--- src/cache_bus_pkg.sv ---
/*
  Shared widths and packet types for the cache-side bus adapter.
  Bus words are 32 bits and a cache line is four bus words.
  Atomics, invalidations and user sideband bits are not carried.
*/
`default_nettype none

package cache_bus_pkg;

  localparam int unsigned ADDR_W     = 32;
  localparam int unsigned BUS_W      = 32;
  localparam int unsigned LINE_W     = 128;
  localparam int unsigned LINE_BEATS = LINE_W / BUS_W;
  localparam int unsigned BLEN_W     = 2;
  localparam int unsigned BE_W       = BUS_W / 8;
  localparam int unsigned TID_W      = 2;
  localparam int unsigned MAX_SIZE   = 2;

  typedef logic [LINE_BEATS-1:0][BUS_W-1:0] line_t;

  //////////////////////////////////////////////////
  // cache requests
  //////////////////////////////////////////////////

  typedef struct packed {
    logic [ADDR_W-1:0] paddr;
    logic              nc;
    logic [TID_W-1:0]  tid;
  } icache_req_t;

  typedef enum logic {
    DCACHE_LOAD_REQ  = 1'b0,
    DCACHE_STORE_REQ = 1'b1
  } dcache_req_type_e;

  // size bit 2 asks for a whole line
  typedef struct packed {
    dcache_req_type_e  rtype;
    logic [ADDR_W-1:0] paddr;
    logic [2:0]        size;
    logic [BUS_W-1:0]  data;
    logic [TID_W-1:0]  tid;
  } dcache_req_t;

  //////////////////////////////////////////////////
  // return packets
  //////////////////////////////////////////////////

  typedef struct packed {
    logic [TID_W-1:0] tid;
    line_t            line;
  } icache_rtrn_t;

  typedef enum logic {
    DCACHE_LOAD_ACK  = 1'b0,
    DCACHE_STORE_ACK = 1'b1
  } dcache_rtrn_type_e;

  typedef struct packed {
    dcache_rtrn_type_e rtype;
    logic [TID_W-1:0]  tid;
    line_t             line;
  } dcache_rtrn_t;

  //////////////////////////////////////////////////
  // bus commands
  //////////////////////////////////////////////////

  // id is 1 for the data cache
  typedef struct packed {
    logic [ADDR_W-1:0] addr;
    logic [BLEN_W-1:0] blen;
    logic [2:0]        size;
    logic              id;
  } bus_rd_cmd_t;

  typedef struct packed {
    logic [ADDR_W-1:0] addr;
    logic [BUS_W-1:0]  data;
    logic [BE_W-1:0]   be;
    logic [2:0]        size;
  } bus_wr_cmd_t;

  // report of a command accepted by the bus
  typedef struct packed {
    logic             icache_rd;
    logic             dcache_rd;
    logic             dcache_wr;
    logic [TID_W-1:0] icache_tid;
    logic [TID_W-1:0] dcache_tid;
  } tid_push_t;

endpackage

`default_nettype wire

--- src/sync_fifo.sv ---
/*
  Synchronous FIFO, head always visible on data_o (no fall-through).
  Pushing when full or popping when empty is illegal.
*/
`default_nettype none

module sync_fifo #(
  parameter int unsigned WIDTH = 8,
  parameter int unsigned DEPTH = 4
) (
  input  wire logic             clk_i,
  input  wire logic             rst_ni,
  input  wire logic             push_i,
  input  wire logic [WIDTH-1:0] data_i,
  input  wire logic             pop_i,
  output logic      [WIDTH-1:0] data_o,
  output logic                  full_o,
  output logic                  empty_o
);

  localparam int unsigned PTR_W = (DEPTH > 1) ? $clog2(DEPTH) : 1;
  localparam int unsigned CNT_W = $clog2(DEPTH + 1);

  logic [WIDTH-1:0] mem_q [DEPTH];
  logic [PTR_W-1:0] wr_ptr_q, rd_ptr_q;
  logic [CNT_W-1:0] count_q;

  assign full_o  = (count_q == CNT_W'(DEPTH));
  assign empty_o = (count_q == '0);
  assign data_o  = mem_q[rd_ptr_q];

  always_ff @(posedge clk_i) begin
    if (push_i) begin
      mem_q[wr_ptr_q] <= data_i;
    end
  end

  always_ff @(posedge clk_i or negedge rst_ni) begin
    if (!rst_ni) begin
      wr_ptr_q <= '0;
      rd_ptr_q <= '0;
      count_q  <= '0;
    end else begin
      if (push_i) begin
        wr_ptr_q <= (wr_ptr_q == PTR_W'(DEPTH - 1)) ? '0 : wr_ptr_q + 1'b1;
      end
      if (pop_i) begin
        rd_ptr_q <= (rd_ptr_q == PTR_W'(DEPTH - 1)) ? '0 : rd_ptr_q + 1'b1;
      end
      if (push_i && !pop_i) begin
        count_q <= count_q + 1'b1;
      end else if (pop_i && !push_i) begin
        count_q <= count_q - 1'b1;
      end
    end
  end

  // the producer and consumer live in other modules and must honour the flags
  a_no_overflow : assert property (@(posedge clk_i) disable iff (!rst_ni) push_i |-> !full_o)
    else $error("sync_fifo: push while full");
  a_no_underflow : assert property (@(posedge clk_i) disable iff (!rst_ni) pop_i |-> !empty_o)
    else $error("sync_fifo: pop while empty");

endmodule

`default_nettype wire

--- src/req_arbiter.sv ---
/*
  Round-robin between the instruction and data cache queues.
  The choice is locked until the bus grants the command.
  Stores must be naturally aligned, byte enables do not wrap.
*/
`default_nettype none

module req_arbiter
  import cache_bus_pkg::*;
(
  input  wire logic        clk_i,
  input  wire logic        rst_ni,
  input  wire icache_req_t icache_req_i,
  input  wire logic        icache_vld_i,
  input  wire dcache_req_t dcache_req_i,
  input  wire logic        dcache_vld_i,
  input  wire logic        icache_rd_full_i,
  input  wire logic        dcache_rd_full_i,
  input  wire logic        dcache_wr_full_i,
  input  wire logic        bus_rd_gnt_i,
  input  wire logic        bus_wr_gnt_i,
  output logic             icache_pop_o,
  output logic             dcache_pop_o,
  output logic             bus_rd_req_o,
  output bus_rd_cmd_t      bus_rd_cmd_o,
  output logic             bus_wr_req_o,
  output bus_wr_cmd_t      bus_wr_cmd_o,
  output tid_push_t        tid_push_o
);

  logic icache_elig, dcache_elig, dcache_store;
  logic sel, req_vld, rd_acc, wr_acc, gnt;
  logic lock_q, sel_q, prio_q;

  assign dcache_store = (dcache_req_i.rtype == DCACHE_STORE_REQ);
  assign icache_elig  = icache_vld_i & ~icache_rd_full_i;
  assign dcache_elig  = dcache_vld_i & (dcache_store ? ~dcache_wr_full_i : ~dcache_rd_full_i);

  // sel = 1 picks the data cache
  always_comb begin
    if (lock_q) begin
      sel = sel_q;
    end else if (icache_elig && dcache_elig) begin
      sel = prio_q;
    end else begin
      sel = dcache_elig;
    end
  end

  assign req_vld      = sel ? dcache_elig : icache_elig;
  assign bus_rd_req_o = req_vld & ~(sel & dcache_store);
  assign bus_wr_req_o = req_vld & sel & dcache_store;

  assign rd_acc = bus_rd_req_o & bus_rd_gnt_i;
  assign wr_acc = bus_wr_req_o & bus_wr_gnt_i;
  assign gnt    = rd_acc | wr_acc;

  assign icache_pop_o = gnt & ~sel;
  assign dcache_pop_o = gnt & sel;

  assign tid_push_o.icache_rd  = rd_acc & ~sel;
  assign tid_push_o.dcache_rd  = rd_acc & sel;
  assign tid_push_o.dcache_wr  = wr_acc;
  assign tid_push_o.icache_tid = icache_req_i.tid;
  assign tid_push_o.dcache_tid = dcache_req_i.tid;

  //////////////////////////////////////////////////
  // command encoding
  //////////////////////////////////////////////////

  always_comb begin
    bus_rd_cmd_o.id = sel;
    if (sel) begin
      bus_rd_cmd_o.addr = dcache_req_i.paddr;
      // line loads read full words in a burst
      bus_rd_cmd_o.size = dcache_req_i.size[2] ? 3'(MAX_SIZE) : dcache_req_i.size;
      bus_rd_cmd_o.blen = dcache_req_i.size[2] ? BLEN_W'(LINE_BEATS - 1) : '0;
    end else begin
      bus_rd_cmd_o.addr = icache_req_i.paddr;
      bus_rd_cmd_o.size = 3'(MAX_SIZE);
      bus_rd_cmd_o.blen = icache_req_i.nc ? '0 : BLEN_W'(LINE_BEATS - 1);
    end
  end

  always_comb begin
    bus_wr_cmd_o.addr = dcache_req_i.paddr;
    bus_wr_cmd_o.data = dcache_req_i.data;
    bus_wr_cmd_o.size = dcache_req_i.size;
    unique case (dcache_req_i.size[1:0])
      2'b00:   bus_wr_cmd_o.be = BE_W'(4'b0001) << dcache_req_i.paddr[1:0];
      2'b01:   bus_wr_cmd_o.be = BE_W'(4'b0011) << dcache_req_i.paddr[1:0];
      default: bus_wr_cmd_o.be = BE_W'(4'b1111) << dcache_req_i.paddr[1:0];
    endcase
  end

  always_ff @(posedge clk_i or negedge rst_ni) begin
    if (!rst_ni) begin
      lock_q <= 1'b0;
      sel_q  <= 1'b0;
      prio_q <= 1'b0;
    end else begin
      lock_q <= req_vld & ~gnt;
      sel_q  <= sel;
      // the other side goes first next time
      if (gnt) begin
        prio_q <= ~sel;
      end
    end
  end

  a_rd_stable : assert property (@(posedge clk_i) disable iff (!rst_ni)
    bus_rd_req_o && !bus_rd_gnt_i |=> bus_rd_req_o && $stable(bus_rd_cmd_o))
    else $error("req_arbiter: read command changed before grant");
  a_wr_stable : assert property (@(posedge clk_i) disable iff (!rst_ni)
    bus_wr_req_o && !bus_wr_gnt_i |=> bus_wr_req_o && $stable(bus_wr_cmd_o))
    else $error("req_arbiter: write command changed before grant");

endmodule

`default_nettype wire

--- src/tid_tracker.sv ---
/*
  Outstanding transaction IDs in issue order, one queue per stream.
  Relies on the bus returning reads in order per ID and writes in order.
*/
`default_nettype none

module tid_tracker
  import cache_bus_pkg::*;
#(
  parameter int unsigned META_DEPTH = 4
) (
  input  wire logic             clk_i,
  input  wire logic             rst_ni,
  input  wire tid_push_t        tid_push_i,
  input  wire logic             icache_rd_pop_i,
  input  wire logic             dcache_rd_pop_i,
  input  wire logic             dcache_wr_pop_i,
  output logic      [TID_W-1:0] icache_tid_o,
  output logic      [TID_W-1:0] dcache_rd_tid_o,
  output logic      [TID_W-1:0] dcache_wr_tid_o,
  output logic                  icache_rd_full_o,
  output logic                  dcache_rd_full_o,
  output logic                  dcache_wr_full_o,
  output logic                  dcache_wr_empty_o
);

  sync_fifo #(.WIDTH(TID_W), .DEPTH(META_DEPTH)) u_icache_rd_tid (
    .clk_i  (clk_i),
    .rst_ni (rst_ni),
    .push_i (tid_push_i.icache_rd),
    .data_i (tid_push_i.icache_tid),
    .pop_i  (icache_rd_pop_i),
    .data_o (icache_tid_o),
    .full_o (icache_rd_full_o),
    .empty_o()
  );

  sync_fifo #(.WIDTH(TID_W), .DEPTH(META_DEPTH)) u_dcache_rd_tid (
    .clk_i  (clk_i),
    .rst_ni (rst_ni),
    .push_i (tid_push_i.dcache_rd),
    .data_i (tid_push_i.dcache_tid),
    .pop_i  (dcache_rd_pop_i),
    .data_o (dcache_rd_tid_o),
    .full_o (dcache_rd_full_o),
    .empty_o()
  );

  // stores all belong to the data cache
  sync_fifo #(.WIDTH(TID_W), .DEPTH(META_DEPTH)) u_dcache_wr_tid (
    .clk_i  (clk_i),
    .rst_ni (rst_ni),
    .push_i (tid_push_i.dcache_wr),
    .data_i (tid_push_i.dcache_tid),
    .pop_i  (dcache_wr_pop_i),
    .data_o (dcache_wr_tid_o),
    .full_o (dcache_wr_full_o),
    .empty_o(dcache_wr_empty_o)
  );

endmodule

`default_nettype wire

--- src/rtrn_assembler.sv ---
/*
  Builds return packets from bus read beats and write responses.
  Caches must take returns in the cycle they are valid.
  Words above word 0 are undefined after a single-beat read.
*/
`default_nettype none

module rtrn_assembler
  import cache_bus_pkg::*;
#(
  parameter int unsigned META_DEPTH = 4
) (
  input  wire logic             clk_i,
  input  wire logic             rst_ni,
  input  wire logic             bus_rd_valid_i,
  input  wire logic [BUS_W-1:0] bus_rd_data_i,
  input  wire logic             bus_rd_last_i,
  input  wire logic             bus_rd_id_i,
  input  wire logic             bus_wr_valid_i,
  input  wire logic [TID_W-1:0] icache_tid_i,
  input  wire logic [TID_W-1:0] dcache_rd_tid_i,
  input  wire logic [TID_W-1:0] dcache_wr_tid_i,
  input  wire logic             dcache_wr_empty_i,
  output logic                  bus_wr_rdy_o,
  output logic                  icache_rd_pop_o,
  output logic                  dcache_rd_pop_o,
  output logic                  dcache_wr_pop_o,
  output logic                  icache_rtrn_vld_o,
  output icache_rtrn_t          icache_rtrn_o,
  output logic                  dcache_rtrn_vld_o,
  output dcache_rtrn_t          dcache_rtrn_o
);

  logic [1:0] beat_en;
  logic b_full, b_empty, b_pop;
  logic icache_vld_q, dcache_vld_q;
  logic [TID_W-1:0] icache_tid_q, dcache_tid_q;
  dcache_rtrn_type_e dcache_type_q;

  // index 0 is the instruction cache, 1 the data cache
  assign beat_en = {bus_rd_valid_i & bus_rd_id_i, bus_rd_valid_i & ~bus_rd_id_i};

  //////////////////////////////////////////////////
  // write response buffer
  //////////////////////////////////////////////////

  assign bus_wr_rdy_o = ~b_full;

  sync_fifo #(.WIDTH(1), .DEPTH(META_DEPTH)) u_wr_rsp (
    .clk_i  (clk_i),
    .rst_ni (rst_ni),
    .push_i (bus_wr_valid_i & bus_wr_rdy_o),
    .data_i (1'b1),
    .pop_i  (b_pop),
    .data_o (),
    .full_o (b_full),
    .empty_o(b_empty)
  );

  // read beats win, a buffered response waits a cycle
  assign b_pop           = ~b_empty & ~beat_en[1];
  assign icache_rd_pop_o = beat_en[0] & bus_rd_last_i;
  assign dcache_rd_pop_o = beat_en[1] & bus_rd_last_i;
  assign dcache_wr_pop_o = b_pop;

  //////////////////////////////////////////////////
  // line assembly
  //////////////////////////////////////////////////

  for (genvar c = 0; c < 2; c++) begin : g_asm
    line_t shift_q;
    logic  first_q;

    always_ff @(posedge clk_i or negedge rst_ni) begin
      if (!rst_ni) begin
        first_q <= 1'b1;
      end else if (beat_en[c]) begin
        first_q <= bus_rd_last_i;
      end
    end

    // beats shift in at the top, a lone beat also lands in word 0
    always_ff @(posedge clk_i) begin
      if (beat_en[c]) begin
        shift_q <= {bus_rd_data_i, shift_q[LINE_BEATS-1:1]};
        if (first_q) begin
          shift_q[0] <= bus_rd_data_i;
        end
      end
    end
  end

  //////////////////////////////////////////////////
  // registered return
  //////////////////////////////////////////////////

  always_ff @(posedge clk_i or negedge rst_ni) begin
    if (!rst_ni) begin
      icache_vld_q <= 1'b0;
      dcache_vld_q <= 1'b0;
    end else begin
      icache_vld_q <= icache_rd_pop_o;
      dcache_vld_q <= dcache_rd_pop_o | b_pop;
    end
  end

  always_ff @(posedge clk_i) begin
    icache_tid_q  <= icache_tid_i;
    dcache_tid_q  <= b_pop ? dcache_wr_tid_i : dcache_rd_tid_i;
    dcache_type_q <= b_pop ? DCACHE_STORE_ACK : DCACHE_LOAD_ACK;
  end

  assign icache_rtrn_vld_o   = icache_vld_q;
  assign icache_rtrn_o.tid   = icache_tid_q;
  assign icache_rtrn_o.line  = g_asm[0].shift_q;
  assign dcache_rtrn_vld_o   = dcache_vld_q;
  assign dcache_rtrn_o.rtype = dcache_type_q;
  assign dcache_rtrn_o.tid   = dcache_tid_q;
  assign dcache_rtrn_o.line  = g_asm[1].shift_q;

  // every write response must match a store issued by the arbiter
  a_wr_has_tid : assert property (@(posedge clk_i) disable iff (!rst_ni)
    b_pop |-> !dcache_wr_empty_i)
    else $error("rtrn_assembler: write response without pending store");

endmodule

`default_nettype wire

--- src/cache_bus_adapter.sv ---
/*
  Lets an instruction cache and a data cache share one burst bus.
  Returns have no back-pressure, caches must consume them at once.
  Read beats are taken every cycle; write responses honour bus_wr_rdy_o.
*/
`default_nettype none

module cache_bus_adapter
  import cache_bus_pkg::*;
#(
  parameter int unsigned REQ_DEPTH  = 2,
  parameter int unsigned META_DEPTH = 4
) (
  input  wire logic             clk_i,
  input  wire logic             rst_ni,
  // instruction cache
  input  wire logic             icache_data_req_i,
  output logic                  icache_data_ack_o,
  input  wire icache_req_t      icache_data_i,
  output logic                  icache_rtrn_vld_o,
  output icache_rtrn_t          icache_rtrn_o,
  // data cache
  input  wire logic             dcache_data_req_i,
  output logic                  dcache_data_ack_o,
  input  wire dcache_req_t      dcache_data_i,
  output logic                  dcache_rtrn_vld_o,
  output dcache_rtrn_t          dcache_rtrn_o,
  // bus
  output logic                  bus_rd_req_o,
  output bus_rd_cmd_t           bus_rd_cmd_o,
  input  wire logic             bus_rd_gnt_i,
  output logic                  bus_wr_req_o,
  output bus_wr_cmd_t           bus_wr_cmd_o,
  input  wire logic             bus_wr_gnt_i,
  input  wire logic             bus_rd_valid_i,
  input  wire logic [BUS_W-1:0] bus_rd_data_i,
  input  wire logic             bus_rd_last_i,
  input  wire logic             bus_rd_id_i,
  input  wire logic             bus_wr_valid_i,
  output logic                  bus_wr_rdy_o
);

  icache_req_t icache_req;
  dcache_req_t dcache_req;
  tid_push_t   tid_push;
  logic icache_full, icache_empty, icache_pop;
  logic dcache_full, dcache_empty, dcache_pop;
  logic icache_rd_full, dcache_rd_full, dcache_wr_full, dcache_wr_empty;
  logic icache_rd_pop, dcache_rd_pop, dcache_wr_pop;
  logic [TID_W-1:0] icache_tid, dcache_rd_tid, dcache_wr_tid;

  assign icache_data_ack_o = icache_data_req_i & ~icache_full;
  assign dcache_data_ack_o = dcache_data_req_i & ~dcache_full;

  //////////////////////////////////////////////////
  // request queues and arbitration
  //////////////////////////////////////////////////

  sync_fifo #(.WIDTH($bits(icache_req_t)), .DEPTH(REQ_DEPTH)) u_icache_req (
    .clk_i(clk_i), .rst_ni(rst_ni),
    .push_i(icache_data_ack_o), .data_i(icache_data_i),
    .pop_i(icache_pop), .data_o(icache_req),
    .full_o(icache_full), .empty_o(icache_empty)
  );

  sync_fifo #(.WIDTH($bits(dcache_req_t)), .DEPTH(REQ_DEPTH)) u_dcache_req (
    .clk_i(clk_i), .rst_ni(rst_ni),
    .push_i(dcache_data_ack_o), .data_i(dcache_data_i),
    .pop_i(dcache_pop), .data_o(dcache_req),
    .full_o(dcache_full), .empty_o(dcache_empty)
  );

  req_arbiter u_arb (
    .clk_i(clk_i), .rst_ni(rst_ni),
    .icache_req_i(icache_req), .icache_vld_i(~icache_empty),
    .dcache_req_i(dcache_req), .dcache_vld_i(~dcache_empty),
    .icache_rd_full_i(icache_rd_full), .dcache_rd_full_i(dcache_rd_full),
    .dcache_wr_full_i(dcache_wr_full),
    .bus_rd_gnt_i(bus_rd_gnt_i), .bus_wr_gnt_i(bus_wr_gnt_i),
    .icache_pop_o(icache_pop), .dcache_pop_o(dcache_pop),
    .bus_rd_req_o(bus_rd_req_o), .bus_rd_cmd_o(bus_rd_cmd_o),
    .bus_wr_req_o(bus_wr_req_o), .bus_wr_cmd_o(bus_wr_cmd_o),
    .tid_push_o(tid_push)
  );

  //////////////////////////////////////////////////
  // id tracking and return path
  //////////////////////////////////////////////////

  tid_tracker #(.META_DEPTH(META_DEPTH)) u_tid (
    .clk_i(clk_i), .rst_ni(rst_ni), .tid_push_i(tid_push),
    .icache_rd_pop_i(icache_rd_pop), .dcache_rd_pop_i(dcache_rd_pop),
    .dcache_wr_pop_i(dcache_wr_pop),
    .icache_tid_o(icache_tid), .dcache_rd_tid_o(dcache_rd_tid),
    .dcache_wr_tid_o(dcache_wr_tid),
    .icache_rd_full_o(icache_rd_full), .dcache_rd_full_o(dcache_rd_full),
    .dcache_wr_full_o(dcache_wr_full), .dcache_wr_empty_o(dcache_wr_empty)
  );

  rtrn_assembler #(.META_DEPTH(META_DEPTH)) u_rtrn (
    .clk_i(clk_i), .rst_ni(rst_ni),
    .bus_rd_valid_i(bus_rd_valid_i), .bus_rd_data_i(bus_rd_data_i),
    .bus_rd_last_i(bus_rd_last_i), .bus_rd_id_i(bus_rd_id_i),
    .bus_wr_valid_i(bus_wr_valid_i),
    .icache_tid_i(icache_tid), .dcache_rd_tid_i(dcache_rd_tid),
    .dcache_wr_tid_i(dcache_wr_tid), .dcache_wr_empty_i(dcache_wr_empty),
    .bus_wr_rdy_o(bus_wr_rdy_o),
    .icache_rd_pop_o(icache_rd_pop), .dcache_rd_pop_o(dcache_rd_pop),
    .dcache_wr_pop_o(dcache_wr_pop),
    .icache_rtrn_vld_o(icache_rtrn_vld_o), .icache_rtrn_o(icache_rtrn_o),
    .dcache_rtrn_vld_o(dcache_rtrn_vld_o), .dcache_rtrn_o(dcache_rtrn_o)
  );

endmodule

`default_nettype wire

--- config.mk ---
export PLATFORM = sky130hd
export DESIGN_NAME = cache_bus_adapter
export DESIGN_NICKNAME = d
export VERILOG_FILES = /design/src/cache_bus_pkg.sv /design/src/sync_fifo.sv /design/src/req_arbiter.sv /design/src/tid_tracker.sv /design/src/rtrn_assembler.sv /design/src/cache_bus_adapter.sv
export SDC_FILE = /design/constraint.sdc
export NUM_CORES = 1
export LEC_CHECK = 0
export ABC_AREA = 1
export BUFFER_PORTS_ARGS = -buffer_cell sky130_fd_sc_hd__buf_2
export CORE_ASPECT_RATIO = 1.5
export CORE_MARGIN = 3
export CORE_UTILIZATION = 54
export CTS_CLUSTER_DIAMETER = 200
export DETAILED_ROUTE_END_ITERATION = 8
export PLACE_DENSITY_LB_ADDON = 0.08
export SYNTH_ARGS = -nofsm -noshare
export SYNTH_HDL_FRONTEND = slang
export SYNTH_HIERARCHICAL = 1
export SYNTH_SLANG_ARGS = --single-unit
--- constraint.sdc ---
create_clock -name clk_i -period 4.85 [get_ports clk_i]
set_input_delay 0.485 -clock clk_i [delete_from_list [all_inputs] [get_ports clk_i]]
set_output_delay 0.485 -clock clk_i [all_outputs]
set_load 0.005 [all_outputs]
-- Yosys cells after proc, flatten, opt, wreduce, memory -nomap -nowiden
Memories as Yosys holds them, arrays and structs flattened. A register that Yosys moved wholly into a read port is not among the register bits.
Cells that the tools add are included.
- bits in registers: 298
- memories kept: 5
- bits in writable memories: 234
- logic and storage cells: 192
- output and inout bits: 377
- bits of input ports: 147
- $add $sub $neg: 22
- reductions and logical operators: 34
- shift operators: 3
- multiplexer cells: 45
- equal/unequal tests: 13
- bitwise operators: 37
- memory list (name ; depth ; bits a word ; rd ports ; clocked after memory_dff ; write ports ; RTL line ; text):
    u_dcache_req.mem_q ; 2 ; 70 ; 1 ; 0 ; 1 ; sync_fifo.sv:24 ; logic [WIDTH-1:0] mem_q [DEPTH];
    u_icache_req.mem_q ; 2 ; 35 ; 1 ; 0 ; 1 ; sync_fifo.sv:24 ;
    u_tid.u_dcache_rd_tid.mem_q ; 4 ; 2 ; 1 ; 0 ; 1 ; sync_fifo.sv:24 ;
    u_tid.u_dcache_wr_tid.mem_q ; 4 ; 2 ; 1 ; 0 ; 1 ; sync_fifo.sv:24 ;
    u_tid.u_icache_rd_tid.mem_q ; 4 ; 2 ; 1 ; 1 ; 1 ; sync_fifo.sv:24 ;
- operators by type and width (operator ; count):
    $mux 32 ; 2
    $mux 37 ; 1
    $mux 2 ; 14
    $mux 3 ; 8
    $and 1x1->1 ; 21
    $mux 1 ; 19
    $add 2x1->2 const B ; 8
    $eq 2x2->1 const B ; 8
    $not 1->1 ; 14
    $logic_and 1x1->1 ; 13
    $add 3x1->3 const B ; 4
    $eq 3x3->1 const B ; 4
    $reduce_bool 2->1 ; 6
    $sub 3x1->3 const B ; 4
    $logic_not 1->1 ; 11
    $pmux 4 s2 ; 1
    $logic_not 2->1 ; 3
    $add 1x1->1 const B ; 4
    $shl 1x2->4 const A ; 1
    $shl 2x2->4 const A ; 1
    $shl 4x2->4 const A ; 1
    $sub 2x1->2 const B ; 2
    $logic_not 3->1 ; 1
    $eq 2x1->1 const B ; 1
    $or 1x1->1 ; 2

-- Logic depth before layout (Yosys ltp)
- word-level depth: 16
- gate-level depth with buffers: 21
- depth with buffers taken out: 20

-- By module
The synthesis kept the hierarchy.
- modules (own cells, without submodules) (module ; area an instance (um^2) ; seq. area each (um^2) ; cells an instance ; instances):
    rtrn_assembler ; 9100.0 ; 7890.1 ; 498 ; 1
    sync_fifo (u_dcache_req) ; 5609.1 ; 4304.1 ; 243 ; 1
    sync_fifo (u_icache_req) ; 2882.8 ; 2202.1 ; 134 ; 1
    sync_fifo (u_tid.u_dcache_rd_tid ...) ; 738.2 ; 415.4 ; 74 ; 3
    req_arbiter ; 1292.5 ; 75.1 ; 227 ; 1
    sync_fifo (u_rtrn.u_wr_rsp) ; 584.3 ; 295.3 ; 63 ; 1
    cache_bus_adapter ; 27.5 ; 0.0 ; 6 ; 1

-- Worst setup path after synthesis
Ideal clock, no wire load.
- kind: in2reg
- from: input port bus_rd_valid_i
- to: register u_tid.u_icache_rd_tid.count_q[1]
- slack: -2.666 ns
- library setup time: 0.117 ns
- cell stages on the path: 10
- required time: 4.733 ns
- buffers on the path: 0
- data arrival time: 7.400 ns
- cells stage by stage: inv_1 -> nor2_1 -> nand2_1 -> inv_1 -> inv_1 -> ha_1 -> inv_1 -> fa_1 -> nand2_1 -> nand2_1
- longest elaborated chain between the ends: 5
- elaborated cells between the ends (all ways): 7
- classes of those cells: mux: 1; bitwise: 2; reduce/logical: 4
- RTL lines (item ; RTL line ; text):
    start: declaration ; cache_bus_adapter.sv:35 ; input wire logic bus_rd_valid_i,
    $and 1x1->1 (*) ; rtrn_assembler.sv:41 ; assign beat_en = {bus_rd_valid_i & bus_rd_id_i, bus_rd_valid_i & ~bus_rd_id_i};
    via u_rtrn.beat_en[0] ; rtrn_assembler.sv:34 ; logic [1:0] beat_en;
    $and 1x1->1 (*) ; rtrn_assembler.sv:62 ; assign icache_rd_pop_o = beat_en[0] & bus_rd_last_i;
    via icache_rd_pop ; cache_bus_adapter.sv:49 ; logic icache_rd_pop, dcache_rd_pop, dcache_wr_pop;
    $logic_not 1->1 ; sync_fifo.sv:50 ; if (push_i && !pop_i) begin
    $logic_and 1x1->1 ; sync_fifo.sv:50 ;
    $mux 3 or $reduce_bool 2->1 (tied branches) ; - ;
    end signal: assignment ; sync_fifo.sv:51 ; count_q <= count_q + 1'b1;
    end signal: assignment ; sync_fifo.sv:53 ; count_q <= count_q - 1'b1;
    end: declaration ; sync_fifo.sv:26 ; logic [CNT_W-1:0] count_q;
Mark *: on every way through the listed nets, which the timed path passes. The rest lies on a longest branch.
A chain may end at the register's enable or synchronous reset.

==> results.cfg <==
[status]
status = completed

[floorplan]
design.core.area_mm2 = 0.0386
io_pins = 524
die_h_um = 249
die-area_mm2 = 0.0419
row_count = 88
die_w_um = 168
start_util_pct = 55.1

[flow_run]
drv_cap = 0

[routing]
ant_nets = 0
drcViolationCount = 0
totalWireLength_mm = 47.0
drt_iter0_drc = 807
avgViaCountPerCell = 5.06
routedWlPerCell_um = 19.9
num_vias = 11978
drtPass1Iterations = 5

[timing]
max_freq_mhz = 269
hold_viol = 0
tns_ns = 0
worst_pin_slew_ns = 1.10
finalCritPeriodShare_pct = 76.7
relSlewSlack_pct = 26.7
setup_ws_ns = 1.13
slew_violations = 0
period_needed_ns = 3.72
rsz0062_at_grt = no
setup_viol = 0
clock_skew_ns = 0.0104

[critical_path]
startpoint = u_dcache_req/rd_ptr_q$_DFFE_PN0P_
cpPeakStageDelay_ns = 0.80
crit_required_ns = 5.30
crit_buf_inv = 2
path_common_cell = nand2_1
crit_chain = mux2_4 -> nor2_1 -> nor2_2 -> nand3_2 -> nand2_2 -> buf_4 -> nand2_1 -> nand4_2 -> nor2_1 -> ha_1 -> inv_1 -> fa_1 -> nand2_1 -> nand3_1 -> nand2_1 -> nand2_1
slowest_stage = dfrtp_4
start_kind = flip-flop
worst_ep_arrival_time_ns = 4.17
end_kind = flip-flop
path_delay_family = simple AND/OR/NAND/NOR gates
crit_type = flip-flop to flip-flop
timing.rr.start = u_dcache_req/rd_ptr_q$_DFFE_PN0P_
critPathMaxFanout = 39

[cts]
cts.sinks = 534
cts_setup_buffers = 0
clkTransAtPathRegs_ns = 0.06
clockBufferDepth = 3
cts_buffers = 48
cts-root-buf = clkbuf_16
h-tree-depth = 2
cts_tree = done
post_cts_resized = 0
clock_latency_ns = 0.56
cts-hold-fix-buffers = 0

[placement]
dp.cells = 2268
dp_slack_ns = 1.13
numPortBuffers = 522
gp_congestion = 0.845
dp_hpwl_mm = 34.1

[global_route]
grt_max_degree = 83
grt_pass1_vias = 12323
grt_first_pass_wirelength_mm = 71.0
grt_use_total_pct = 21.9
antenna_found_initial = 17
gr-total-overflow = 0

[final_layout]
layout-drive-gt1-share_pct = 41.3
area_growth_pct = 18.3
fin_nets = 1995
post_layout_nonfiller_instances = 2366

[synthesis]
synthCells = 1348
syn_area_per_cell_um2 = 15.8
ys_warn_count = 6
syn-num-nets = 1520
syn-cell-area_mm2 = 0.0213

[min_path]
hold_class = primary input to asynchronous set/reset pin

[power]
p_leak_nw = 10.8
powerDensity_mw_per_mm2 = 549
ir_drop_uv = 426
## flip-flops by register name (all words and copies together) (netlist names), 3 cells and up
signal / count
u_rtrn/dcache_rtrn_o: 128
u_tid/u_dcache_wr_tid/mem_q: 8
u_tid/u_icache_rd_tid/count_q: 3
u_tid/u_icache_rd_tid/mem_q: 8
u_tid/u_dcache_rd_tid/mem_q: 8
u_rtrn/u_wr_rsp/count_q: 3
u_icache_req/mem_q: 70
u_tid/u_dcache_wr_tid/count_q: 3
u_rtrn/icache_rtrn_o: 128
u_tid/u_dcache_rd_tid/count_q: 3
u_dcache_req/mem_q: 140
## path summary, 6_finish.rpt
kind,to,slack [ns],cells after the start
setup / recovery,u_tid/u_dcache_rd_tid/count_q[2]$_DFFE_PN0P_,1.13,16
hold / removal,u_rtrn/u_wr_rsp/count_q[0]$_DFFE_PN0P_,0.06,1
setup reg to reg,u_tid/u_dcache_rd_tid/count_q[2]$_DFFE_PN0P_,1.13,16
hold reg to reg,u_rtrn/dcache_rtrn_o[83]$_DFFE_PP_,0.43,0
max in group asynchronous,u_dcache_req/rd_ptr_q$_DFFE_PN0P_,4.08,1
min in group clk_i,u_dcache_req/mem_q[1][1]$_DFFE_PP_,0.11,1
## metal layers
layer | wire length [um] | GRT usage (%) | vias to the layer above
li1 | - | - | 5578
met1 | 16300 | 24.8 | 5723
met2 | 23700 | 37.7 | 543
met3 | 4980 | 7.60 | 120
met4 | 1950 | 9.22 | 14
met5 | 92 | 0 | -
## metrics by stage
step	power [mW]	hold WS (ns)	cell area, um^2	utilization, %
floorplan	9.38	0.189	21300	-
global placement	10.2	0.426	23700	61.2
detailed placement	10.3	0.426	23700	61.2
CTS	14.0	0.0718	25200	65.1
global route	14.6	0.0853	25200	65.2
finish	13.8	0.0611	25200	65.2
## placed cells by master (no fill, tap or decap), types with 2 or more instances in the layout
master,instances
edfxtp_1,490
nand4_1,6
nor2_4,4
nand2_1,254
dfstp_2,2
dfxtp_1,5
buf_4,12
mux2_2,7
o21ai_1,12
inv_1,149
nand4_2,2
xnor2_1,6
nor3_1,6
nor2_1,17
clkbuf_1,17
clkinv_1,7
o21ai_2,40
mux2_4,98
clkbuf_16,49
diode_2,10
ha_1,21
o21ai_0,28
nand3_2,2
nand3_1,10
nor2_2,3
fa_1,4
clkinv_2,5
a21oi_1,3
inv_2,6
inv_6,2
bufinv_16,3
clkinvlp_4,2
nand3b_1,2
xor2_1,4
o211ai_1,12
dfrtp_1,35
clkbuf_8,3
nand2_2,3
buf_2,522
## worst register-to-register path, stage by stage, from the launching register on
cell,delay (ns)
dfrtp_4,0.80
mux2_4,0.39
nor2_1,0.14
nor2_2,0.06
nand3_2,0.07
nand2_2,0.06
buf_4,0.27
nand2_1,0.20
nand4_2,0.15
nor2_1,0.44
ha_1,0.26
inv_1,0.08
fa_1,0.38
nand2_1,0.11
nand3_1,0.10
nand2_1,0.07
nand2_1,0.05
## layout make-up
type	instances	area [um^2]
Clock inverter	19	174
Tap cell	495	619
Sequential cell	534	15800
Timing Repair Buffer	534	2700
Fill cell	2902	13500
Multi-Input combinational cell	549	3950
Clock buffer	69	1330
Antenna cell	10	25.0
Inverter	156	588
## where the power goes
group | leakage, nW | switching, mW | total [mW] | internal, mW
registers | 5.08 | 0.417 | 6.31 | 5.89
logic | 4.94 | 2.16 | 3.88 | 1.72
clock network | 0.728 | 1.56 | 3.63 | 2.07
(Power assumes the default switching activity.)
